--- src/source/ring_cfg_pkg.sv ---
/*
 * Ring geometry package
 * Slot count, push lane count and byte width of the byte ring
 */

package ring_cfg_pkg;

  // ----------------------------------------------------------------------
  // Ring geometry
  // ----------------------------------------------------------------------

  // Number of byte slots; not a power of two, so pointers wrap explicitly
  localparam int ring_depth = 12;

  // Largest number of bytes a single push may carry
  localparam int push_lanes = 4;

  // Width of one data byte
  localparam int byte_width = 8;

endpackage : ring_cfg_pkg

--- src/source/ring_types_pkg.sv ---
/*
 * Ring type package
 * Pointer, level, lane count, byte and push word types sized from the geometry
 */

package ring_types_pkg;

  import ring_cfg_pkg::*;

  // Field widths derived from the geometry
  localparam int ptr_width      = $clog2(ring_depth);
  localparam int level_width    = $clog2(ring_depth + 1);
  localparam int lane_cnt_width = $clog2(push_lanes + 1);

  typedef logic [ptr_width-1:0]      ptr_t;
  typedef logic [level_width-1:0]    level_t;
  typedef logic [lane_cnt_width-1:0] lane_cnt_t;
  typedef logic [byte_width-1:0]     byte_t;

  // Lane 0 sits in the least significant byte
  typedef byte_t [push_lanes-1:0] push_word_t;

endpackage : ring_types_pkg

--- src/source/ptr_if.sv ---
/*
 * Pointer counter interface
 * Increment request toward one counter and the counter's current and next value
 */

`timescale 1ns/1ps

interface ptr_if import ring_types_pkg::*; ();

  // Single-cycle strobe, the increment commits in the cycle it is high
  logic      incr_valid;
  lane_cnt_t incr;
  ptr_t      value;
  ptr_t      value_next;

  // Port module asking for the pointer to move
  modport requester (output incr_valid, output incr, input value);

  // The counter itself
  modport counter (input incr_valid, input incr, output value, output value_next);

  // Storage watches everything and drives nothing
  modport observer (input incr_valid, input incr, input value, input value_next);

endinterface : ptr_if

--- src/source/counter_incr.sv ---
/*
 * Wrapping counter with a variable increment
 * Registered value plus a combinational value_next for same-cycle users
 */

`timescale 1ns/1ps

module counter_incr import ring_cfg_pkg::*, ring_types_pkg::*; #(
  parameter int modulus  = ring_depth,
  parameter int max_incr = push_lanes
) (
  input logic clk,
  input logic reset,
  ptr_if.counter ptr
);

  // One extra bit holds value plus incr before the wrap
  logic [ptr_width:0] sum;
  ptr_t               value_wrapped;

  // ----------------------------------------------------------------------
  // Next value
  // ----------------------------------------------------------------------

  assign sum = {1'b0, ptr.value} + (ptr_width + 1)'(ptr.incr);

  if ((modulus & (modulus - 1)) == 0) begin : g_pow2
    // Power of two, so dropping the upper bits is the wrap
    assign value_wrapped = ptr_t'(sum & (modulus - 1));
  end else begin : g_explicit_wrap
    // A single subtract is enough since value and incr each stay below modulus
    assign value_wrapped = (sum >= modulus) ? ptr_t'(sum - modulus) : ptr_t'(sum);
  end

  // Holds the current value when no increment is requested
  assign ptr.value_next = ptr.incr_valid ? value_wrapped : ptr.value;

  // ----------------------------------------------------------------------
  // State
  // ----------------------------------------------------------------------

  always_ff @(posedge clk) begin
    if (reset) begin
      ptr.value <= '0;
    end else begin
      ptr.value <= ptr.value_next;
    end
  end

  // ----------------------------------------------------------------------
  // Checks
  // ----------------------------------------------------------------------

  // The requesting port must respect the counter's step limit
  assert property (@(posedge clk) disable iff (reset)
    ptr.incr_valid |-> ptr.incr <= max_incr);

  // Pointer never lands outside the ring
  assert property (@(posedge clk) disable iff (reset)
    ptr.value < modulus);

  // Each committed step moves the pointer by incr around the ring
  assert property (@(posedge clk) disable iff (reset)
    !$past(reset) && $past(ptr.incr_valid) |->
      int'(ptr.value) == (int'($past(ptr.value)) + int'($past(ptr.incr))) % modulus);

endmodule : counter_incr

--- src/source/ring_write_port.sv ---
/*
 * Push side of the byte ring
 * Four-phase req/ack handshake, free space check and write pointer advance
 */

`timescale 1ns/1ps

module ring_write_port import ring_cfg_pkg::*, ring_types_pkg::*; (
  input  logic      clk,
  input  logic      reset,
  input  logic      push_req,
  input  lane_cnt_t push_count,
  output logic      push_ack,
  input  level_t    level,
  ptr_if.requester  wr_ptr,
  output logic      wr_strobe
);

  // Handshake FSM state, low is idle and high is acked
  logic   acked;
  // Free slots left in the ring
  level_t space;
  // Push is taken this cycle
  logic   commit;

  // ----------------------------------------------------------------------
  // Commit decision
  // ----------------------------------------------------------------------

  assign space = level_t'(ring_depth) - level;

  // A new request is only taken while idle and once the whole push fits
  assign commit = push_req && !acked && (space >= level_t'(push_count));

  // One-cycle increment of the write pointer by the pushed byte count
  assign wr_ptr.incr_valid = commit;
  assign wr_ptr.incr       = push_count;

  // Storage writes the lanes in the same cycle the pointer commits
  assign wr_strobe = commit;

  // ----------------------------------------------------------------------
  // Handshake FSM
  // ----------------------------------------------------------------------

  always_ff @(posedge clk) begin
    if (reset) begin
      acked <= 1'b0;
    end else if (!acked) begin
      // Idle, wait here while the ring is short of space
      acked <= commit;
    end else begin
      // Acked, return to idle once the producer drops its request
      acked <= push_req;
    end
  end

  // Ack comes straight from the state flop
  assign push_ack = acked;

  // ----------------------------------------------------------------------
  // Checks
  // ----------------------------------------------------------------------

  // The producer holds a legal byte count for the whole request
  assert property (@(posedge clk) disable iff (reset)
    push_req |-> (push_count >= 1) && (push_count <= push_lanes));

endmodule : ring_write_port

--- src/source/ring_read_port.sv ---
/*
 * Pop side of the byte ring
 * Four-phase req/ack handshake, empty check, read pointer advance and pop data
 */

`timescale 1ns/1ps

module ring_read_port import ring_cfg_pkg::*, ring_types_pkg::*; (
  input  logic     clk,
  input  logic     reset,
  input  logic     pop_req,
  output logic     pop_ack,
  output byte_t    pop_data,
  input  level_t   level,
  input  byte_t    head_byte,
  ptr_if.requester rd_ptr
);

  // Handshake FSM state, low is idle and high is acked
  logic acked;
  // Pop is taken this cycle
  logic commit;

  // ----------------------------------------------------------------------
  // Commit decision
  // ----------------------------------------------------------------------

  // An empty ring stalls the request until a push lands
  assign commit = pop_req && !acked && (level != '0);

  // The read pointer always steps by one byte
  assign rd_ptr.incr_valid = commit;
  assign rd_ptr.incr       = lane_cnt_t'(1);

  // ----------------------------------------------------------------------
  // Handshake FSM and data capture
  // ----------------------------------------------------------------------

  always_ff @(posedge clk) begin
    if (reset) begin
      acked <= 1'b0;
    end else if (!acked) begin
      acked <= commit;
    end else begin
      acked <= pop_req;
    end
  end

  assign pop_ack = acked;

  // head_byte already reflects the slot under the read pointer
  // Stays put while pop_ack is high
  always_ff @(posedge clk) begin
    if (commit) begin
      pop_data <= head_byte;
    end
  end

endmodule : ring_read_port

--- src/source/ring_storage.sv ---
/*
 * Byte storage of the ring
 * Slot array, push lane steering, occupancy level and head byte register
 */

`timescale 1ns/1ps

module ring_storage import ring_cfg_pkg::*, ring_types_pkg::*; (
  input  logic       clk,
  input  logic       reset,
  ptr_if.observer    wr_ptr,
  ptr_if.observer    rd_ptr,
  input  logic       wr_strobe,
  input  push_word_t push_data,
  output level_t     level,
  output byte_t      head_byte
);

  byte_t     mem [ring_depth];
  // Target slot and write enable per push lane
  ptr_t      lane_slot [push_lanes];
  logic      lane_we [push_lanes];
  byte_t     head_src;
  lane_cnt_t pushed;
  lane_cnt_t popped;
  // Slot distance from read to write pointer, for the level check
  ptr_t      ptr_gap;

  // ----------------------------------------------------------------------
  // Lane steering
  // ----------------------------------------------------------------------

  for (genvar l = 0; l < push_lanes; l++) begin : g_lane
    logic [ptr_width:0] slot_sum;
    // Lane l lands l slots past the write pointer, wrapping past the last slot
    assign slot_sum     = {1'b0, wr_ptr.value} + (ptr_width + 1)'(l);
    assign lane_slot[l] = (slot_sum >= ring_depth) ? ptr_t'(slot_sum - ring_depth)
                                                   : ptr_t'(slot_sum);
    // Only the lanes covered by the pushed byte count are written
    assign lane_we[l]   = wr_strobe && (lane_cnt_t'(l) < wr_ptr.incr);
  end

  always_ff @(posedge clk) begin
    for (int l = 0; l < push_lanes; l++) begin
      if (lane_we[l]) begin
        mem[lane_slot[l]] <= push_data[l];
      end
    end
  end

  // ----------------------------------------------------------------------
  // Head byte
  // ----------------------------------------------------------------------

  // Read at the next read pointer, so head_byte lines up with the pointer
  // A lane writing that same slot this cycle wins over the stale array entry
  always_comb begin
    head_src = mem[rd_ptr.value_next];
    for (int l = 0; l < push_lanes; l++) begin
      if (lane_we[l] && (lane_slot[l] == rd_ptr.value_next)) begin
        head_src = push_data[l];
      end
    end
  end

  always_ff @(posedge clk) begin
    head_byte <= head_src;
  end

  // ----------------------------------------------------------------------
  // Occupancy
  // ----------------------------------------------------------------------

  assign pushed = wr_strobe ? wr_ptr.incr : '0;
  assign popped = rd_ptr.incr_valid ? rd_ptr.incr : '0;

  always_ff @(posedge clk) begin
    if (reset) begin
      level <= '0;
    end else begin
      level <= level + level_t'(pushed) - level_t'(popped);
    end
  end

  assign ptr_gap = (wr_ptr.value >= rd_ptr.value) ? ptr_t'(wr_ptr.value - rd_ptr.value)
                 : ptr_t'(wr_ptr.value + ring_depth - rd_ptr.value);

  // The write port's space check keeps the ring from overfilling
  assert property (@(posedge clk) disable iff (reset) level <= ring_depth);

  // Level agrees with the two counters, a full ring shows a zero gap
  assert property (@(posedge clk) disable iff (reset)
    ptr_gap == ((level == ring_depth) ? ptr_t'(0) : ptr_t'(level)));

endmodule : ring_storage

--- src/source/byte_ring_top.sv ---
/*
 * Byte ring buffer top level
 * Multi-byte push and single-byte pop over req/ack handshakes
 */

`timescale 1ns/1ps

module byte_ring_top import ring_cfg_pkg::*, ring_types_pkg::*; (
  input  logic       clk,
  input  logic       reset,
  input  logic       push_req,
  input  lane_cnt_t  push_count,
  input  push_word_t push_data,
  output logic       push_ack,
  input  logic       pop_req,
  output logic       pop_ack,
  output byte_t      pop_data,
  output level_t     level
);

  logic  wr_strobe;
  byte_t head_byte;

  ptr_if wr_ptr ();
  ptr_if rd_ptr ();

  // ----------------------------------------------------------------------
  // Pointer counters
  // ----------------------------------------------------------------------

  // Write pointer moves by up to a full push per commit
  counter_incr #(.modulus(ring_depth), .max_incr(push_lanes)) u_wr_counter (
    .clk   (clk),
    .reset (reset),
    .ptr   (wr_ptr)
  );

  // Read pointer moves one byte at a time
  counter_incr #(.modulus(ring_depth), .max_incr(1)) u_rd_counter (
    .clk   (clk),
    .reset (reset),
    .ptr   (rd_ptr)
  );

  // ----------------------------------------------------------------------
  // Ports and storage
  // ----------------------------------------------------------------------

  ring_write_port u_write_port (
    .clk        (clk),
    .reset      (reset),
    .push_req   (push_req),
    .push_count (push_count),
    .push_ack   (push_ack),
    .level      (level),
    .wr_ptr     (wr_ptr),
    .wr_strobe  (wr_strobe)
  );

  ring_read_port u_read_port (
    .clk       (clk),
    .reset     (reset),
    .pop_req   (pop_req),
    .pop_ack   (pop_ack),
    .pop_data  (pop_data),
    .level     (level),
    .head_byte (head_byte),
    .rd_ptr    (rd_ptr)
  );

  // Level leaves through the top port and also feeds both handshakes
  ring_storage u_storage (
    .clk       (clk),
    .reset     (reset),
    .wr_ptr    (wr_ptr),
    .rd_ptr    (rd_ptr),
    .wr_strobe (wr_strobe),
    .push_data (push_data),
    .level     (level),
    .head_byte (head_byte)
  );

endmodule : byte_ring_top

--- config.mk ---
export PLATFORM = sky130hd
export DESIGN_NAME = byte_ring_top
export DESIGN_NICKNAME = d
export VERILOG_FILES = /design/src/source/ring_cfg_pkg.sv /design/src/source/ring_types_pkg.sv /design/src/source/ptr_if.sv /design/src/source/counter_incr.sv /design/src/source/ring_write_port.sv /design/src/source/ring_read_port.sv /design/src/source/ring_storage.sv /design/src/source/byte_ring_top.sv
export SDC_FILE = /design/constraint.sdc
export NUM_CORES = 1
export LEC_CHECK = 0
export ABC_AREA = 1
export CORE_MARGIN = 5
export CORE_UTILIZATION = 29
export CTS_CLUSTER_SIZE = 40
export DETAILED_ROUTE_END_ITERATION = 6
export DONT_BUFFER_PORTS = 1
export SLEW_MARGIN = 25
export SYNTH_ARGS = -nofsm -noshare
export SYNTH_HDL_FRONTEND = slang
export SYNTH_SLANG_ARGS = --single-unit
--- constraint.sdc ---
create_clock -name clk -period 4.3 [get_ports clk]
set_clock_uncertainty 0.15 [all_clocks]
set_input_delay 0.215 -clock clk [delete_from_list [all_inputs] [get_ports clk]]
set_output_delay 0.215 -clock clk [all_outputs]
set_load 0.01 [all_outputs]
==> impl_metrics.tcl, run 1 <==
set metrics [dict create \
    outcome "finished with violations" \
    violations "DRC, hold timing" \
    hold_path.class "primary input to flip-flop" \
    portBuffers 0 \
    clk_pin_slew_worst_paths_ns 0.07 \
    clock.fmax_ghz 0.267 \
    clockRootBuffer "clkbuf_16" \
    fin_crit_sh 0.872 \
    max_slew_margin 0.381 \
    fill_cells 3481 \
    post-place-cells 1775 \
    antenna_left 0 \
    placeableCoreArea_um2 32700 \
    cp-start-kind "flip-flop" \
    netlist.area_leader.share 0.324 \
    cts_tree "yes" \
    slew_viol_final 0 \
    seqPwrFrac 0.311 \
    routed_via_density 5.39 \
    layout_min_cycle_time_ns 3.75 \
    async_flop_share 0 \
    crit_path_end_kind "flip-flop" \
    dp.final_hpwl_mm 25.9 \
    yosys_warnings 0 \
    hold_viol_final 2 \
    synth.top_cells.by_area "edfxtp_1, nand2_1, a21oi_1" \
    p_sw_mw 2.79 \
    synthDistinctLibCells 41 \
    crit_required_ns 4.45 \
    internal_power_mw 3.31 \
    grt_usage 0.205 \
    vdd_ir_drop_max_v 0.000322 \
    placed_cell_area_um2 10000 \
    die_area_um2 37000 \
    clock-sinks 122 \
    synth.most_common_cell "nand2_1" \
    p_clk_frac 0.231 \
    num_rows 66 \
    synth_ff_type "edfxtp_1" \
    synth_area_leader_cell "edfxtp_1" \
    synth-seq-cells 122 \
    area_growth_pct 15.1 \
    layout-drive-gt1-share 0.0994 \
    fin_area_um2 11100 \
    nets 1470 \
    cts_max_level 4 \
    clockBufferDepth 2 \
    ios 53 \
    antenna_found_initial 3 \
    synth.avg_cell_area_um2 6.98 \
    synth-edff-count 104 \
    finalSetupTns_ns 0 \
    wl_per_cell_um 20.7 \
    rsz0062_at_grt "false" \
    arrival_ns 3.90 \
    instances_no_fill 1864 \
    drt-pass1-iter-count 7 \
    drv_cap 0 \
    synthesis.area_um2 9650 \
    path_class "flip-flop to flip-flop" \
    cts_setup_buffers 0 \
    power_density_nw_per_um2 549 \
    synth_common_cells "nand2_1, a21oi_1, nand3_1" \
    switching_share 0.457 \
    grt_pass1_wl_mm 56.6 \
    cts_made_buffers 17 \
    crit_fanout 10 \
    worstMarginPinSlew_ns 0.925 \
    grt_pass1_vias 9076 \
    whs_ns -0.00115 \
    start_util 0.295 \
    p_comb_frac 0.458 \
    routed_wl_mm 38.6 \
    drt_iter0_drc 1389 \
    syn_inst 1383 \
    p_leak_nw 4.69 \
    yosysSeqAreaShare 0.361 \
    vias 10045 \
    grt_overflow 0 \
    grt_max_degree 40 \
    fp.dieH_um 192 \
    die_w_um 192 \
    drc 1 \
    setup_viol 0 \
    gp_congestion 0.926 \
    synth_fp_nets 1447 \
    clk_latency_ns 0.44 \
]
[what timing repair did]
action | 4_1_cts | 5_1_grt
gates resized for setup | 0 | 0
hold endpoints to repair | 110 | 0
hold buffers | 54 | 0
[area by class of cell]
cell class	count	area, um2	share of cell area
clock inverter	13	109	0.00980
multi-input combinational	1059	5330	0.480
clock buffer	19	454	0.0409
antenna	3	7.51	0.000676
sequential	122	3480	0.314
inverter	137	522	0.0470
tap	442	553	0.0498
timing repair buffer	69	653	0.0588
[routing by layer]
metal  routed length (um)  global-route usage  vias up
met4                 1820              0.0837        2
met1                15700               0.272     4569
met2                16400               0.313      690
li1                     -                   -     4649
met5                   17                   0        -
met3                 4700              0.0611      135
[cell families after synthesis]
kind of cell | count (synthesis) | synth area share
mux | 20 | 0.0207
buf+inv | 202 | 0.0876
compound gates | 270 | 0.145
flops | 122 | 0.361
fa+ha+maj | 25 | 0.0340
xor+xnor | 8 | 0.00726
simple gates | 736 | 0.344
[power by group through the flow]
stage | Sequential, mW | Clock (mW) | Combinational, mW
finish | 1.90 | 1.41 | 2.79
global route | 1.93 | 1.48 | 3.08
CTS | 1.91 | 1.42 | 2.75
detailed placement | 1.93 | 0 | 2.62
global placement | 1.92 | 0 | 2.58
floorplan | 1.80 | 0 | 2.04
[stage by stage]
step / utilization / power (mW) / worst slack (ns)
detailed placement: 0.306 / 4.55 / 0.747
floorplan: - / 3.85 / 1.18
CTS: 0.340 / 6.08 / 0.619
finish: 0.340 / 6.10 / 0.552
global placement: 0.306 / 4.51 / 0.831
global route: 0.340 / 6.49 / 0.262
[worst max-delay path, cell delays in order, from the launching register on]
cell,delay [ns]
dfxtp_1,0.66
ha_1,0.33
nand3_1,0.09
nand2_1,0.15
inv_1,0.06
ha_1,0.18
inv_1,0.05
nand2_1,0.06
nand2_1,0.11
nand2_1,0.06
nand2_1,0.07
nand2_2,0.10
nor2_1,0.29
nand2_1,0.11
nor2_2,0.28
nand2_1,0.09
nand3_1,0.10
nand2_1,0.08
nand2_1,0.07
dlygate4sd3_1,0.56
[path summary, 6_finish.rpt]
| kind | slack, ns | depth (start not counted) | end | start |
|---|---|---|---|---|
| max | 0.55 | 19 | u_storage.mem[11][3] | u_wr_counter.ptr.value[1] |
| min | -0.001 | 4 | u_storage.mem[6][3] | push_data[3] |
| max reg2reg | 0.55 | 19 | u_storage.mem[11][3] | u_wr_counter.ptr.value[1] |
| min reg2reg | 0.37 | 2 | flip-flop | u_rd_counter.ptr.value[3] |
[sequential cells by signal (all words and copies together) (netlist names), named ones only]
register and count:
u_storage.mem 96, u_read_port.pop_data 8, u_rd_counter.ptr.value 4, u_storage.level 4, u_wr_counter.ptr.value 4, u_read_port.pop_ack 1, u_write_port.push_ack 1
[placed cells by master (no fill, tap or decap), types with 20 or more instances in the layout]
cell and count:
a21oi_1 157, dlygate4sd3_1 54, edfxtp_1 104, ha_1 23
inv_1 109, inv_2 22, mux2i_1 20, nand2_1 456
nand2_2 20, nand3_1 142, nor2_1 59, nor2_4 23
o21ai_0 91
No activity file was read; power rests on OpenSTA's default activity.
==> inputs of run 2 (changes only) <==
--- a/config.mk
+++ b/config.mk
@@ -11,6 +11,7 @@
 export CTS_CLUSTER_SIZE = 40
 export DETAILED_ROUTE_END_ITERATION = 6
 export DONT_BUFFER_PORTS = 1
+export HOLD_SLACK_MARGIN = 0.12
 export SLEW_MARGIN = 25
 export SYNTH_ARGS = -nofsm -noshare
 export SYNTH_HDL_FRONTEND = slang
==> run 2 against run 1 <==
Net effect: the flow now finishes without violations; count of clock-buffer cells in the layout is the same; combinational power hardly changed; clock power barely moved; critical path type unchanged; critical endpoint is now u_storage.mem[10][5]; largest cell class unchanged.
==> impl_metrics.tcl, run 2 (same netlist as run 1, synthesis figures left out) <==
set metrics [dict create \
    routed_wl_mm 38.5 \
    drt_iter0_drc 1334 \
    vias 10054 \
    vdd_ir_drop_max_v 0.000321 \
    p_comb_frac 0.457 \
    p_sw_mw 2.80 \
    route.met2.wl_mm 16.4 \
    p_clk_frac 0.232 \
    clk_latency_ns 0.44 \
    grt_max_degree 40 \
    nets 1468 \
    num_rows 66 \
    hold_path.class "primary input to flip-flop" \
    multi_input_comb_area_um2 5330 \
    crit_required_ns 4.45 \
    place_ws_ns 0.747 \
    fill_cells 3483 \
    antenna_found_initial 2 \
    ctsResizeCount 0 \
    cpMaxStageDelayCell "dfxtp_1" \
    gp_congestion 0.926 \
    outcome "finished, final reports clean" \
    critPathMaxStageDelay_ns 0.67 \
    crit_path_end_kind "flip-flop" \
    fp.dieH_um 192 \
    fin_ws_ns 0.537 \
    layout.cells.most_common "nand2_1" \
    cpMostUsedCell "nand2_1" \
    clk_pin_slew_worst_paths_ns 0.06 \
    hold_viol_final 0 \
    dp.final_hpwl_mm 25.9 \
    worstSetupPathDepth 19 \
    max_slew_margin 0.360 \
    largest_register_ffs 96 \
    regArea_um2 3480 \
    drt-pass1-iter-count 6 \
    placeableCoreArea_um2 32700 \
    grt_overflow 0 \
    drc 0 \
    path_cells "ha_1 > nand3_1 > nand2_1 > inv_1 > ha_1 > inv_1 > nand2_1 > nand2_1 > nand2_1 > nand2_1 > nand2_2 > nor2_1 > nand2_1 > nor2_2 > nand2_1 > nand3_1 > nand2_1 > nand2_1 > dlygate4sd3_1" \
    worstPathBufferInverterCount 3 \
    utilization 0.339 \
    cp-start-kind "flip-flop" \
    cp_top_family "simple AND/OR/NAND/NOR gates" \
    cts_made_buffers 17 \
    ios 53 \
    instances_no_fill 1862 \
    path_class "flip-flop to flip-flop" \
    crit_fanout 10 \
    arrival_ns 3.91 \
    setup_viol 0 \
    clock-sinks 122 \
    die_w_um 192 \
    cts_tree "yes" \
    worst-r2r-cell-count 19 \
    clockBufferDepth 2 \
    final_cell_mix "nand2_1, a21oi_1, nand3_1" \
    drv_cap 0 \
    clockRootBuffer "clkbuf_16" \
    wl_met3_mm 4.55 \
    finalSetupTns_ns 0 \
    worstMarginPinSlew_ns 0.956 \
    power_density_nw_per_um2 551 \
    fin_crit_sh 0.875 \
    antenna_left 0 \
    layout_min_cycle_time_ns 3.76 \
    post-place-cells 1775 \
    clock.fmax_ghz 0.266 \
    rsz0062_at_grt "false" \
    area_growth_pct 14.9 \
    grt_usage 0.205 \
    p_leak_nw 4.69 \
    slew_viol_final 0 \
    wl_per_cell_um 20.7 \
    seqPwrFrac 0.311 \
    top_layer "met4" \
    internal_power_mw 3.31 \
    die_area_um2 37000 \
    start_util 0.295 \
    cts_max_level 4 \
    routed_via_density 5.40 \
    total_power_mw 6.11 \
    wl_met1_mm 15.7 \
    cts_setup_buffers 0 \
    holdPathStages 4 \
    grt_pass1_wl_mm 56.5 \
    portBuffers 0 \
    switching_share 0.458 \
    grt_pass1_vias 9097 \
    layout-drive-gt1-share 0.0995 \
]
run 2: stage by stage:
stage,cell area (um2),hold slack (ns)
6_report,11100,0.145
5_1_grt,11100,0.149
4_1_cts,11100,0.129
3_5_place_dp,10000,0.144
3_3_place_gp,10000,0.138
2_1_floorplan,9650,0.207
run 2: worst paths after layout:
path / startpoint / to / slack (ns)
setup / recovery: u_wr_counter.ptr.value[1] / u_storage.mem[10][5] / 0.54
hold / removal: push_count[1] / u_storage.level[1] / 0.15
setup reg to reg: u_wr_counter.ptr.value[1] / u_storage.mem[10][5] / 0.54
hold reg to reg: u_rd_counter.ptr.value[3] / flip-flop / 0.37
run 2: final cells by class:
type,count,area share
Antenna cell,3,0.000677
Clock buffer,19,0.0409
Clock inverter,13,0.00981
Inverter,137,0.0470
Multi-Input combinational cell,1059,0.480
Sequential cell,122,0.314
Tap cell,442,0.0499
Timing Repair Buffer,67,0.0571
run 2: worst min-delay path, stage by stage:
cell and delay (ns):
nand2_1 0.06, ha_1 0.17, fa_1 0.18, nor2_1 0.05
run 2: per-layer routing:
layer / track usage / vias up
met2: 0.309 / 665
met5: 0 / -
met1: 0.274 / 4619
met4: 0.0845 / 0
met3: 0.0604 / 130
li1: - / 4640
run 2: power groups by stage:
stage | Clock, mW | Combinational [mW] | Sequential (mW)
after floorplan | 0 | 2.04 | 1.80
after global placement | 0 | 2.58 | 1.92
after detailed placement | 0 | 2.62 | 1.93
after CTS | 1.42 | 2.76 | 1.91
after global routing | 1.48 | 3.09 | 1.93
final | 1.42 | 2.79 | 1.90
run 2: timing repair:
| item | in CTS | in global routing |
|---|---|---|
| hold endpoints to repair | 118 | 0 |
| hold buffers | 52 | 0 |
| endpoints found under the setup margin | 0 | 0 |
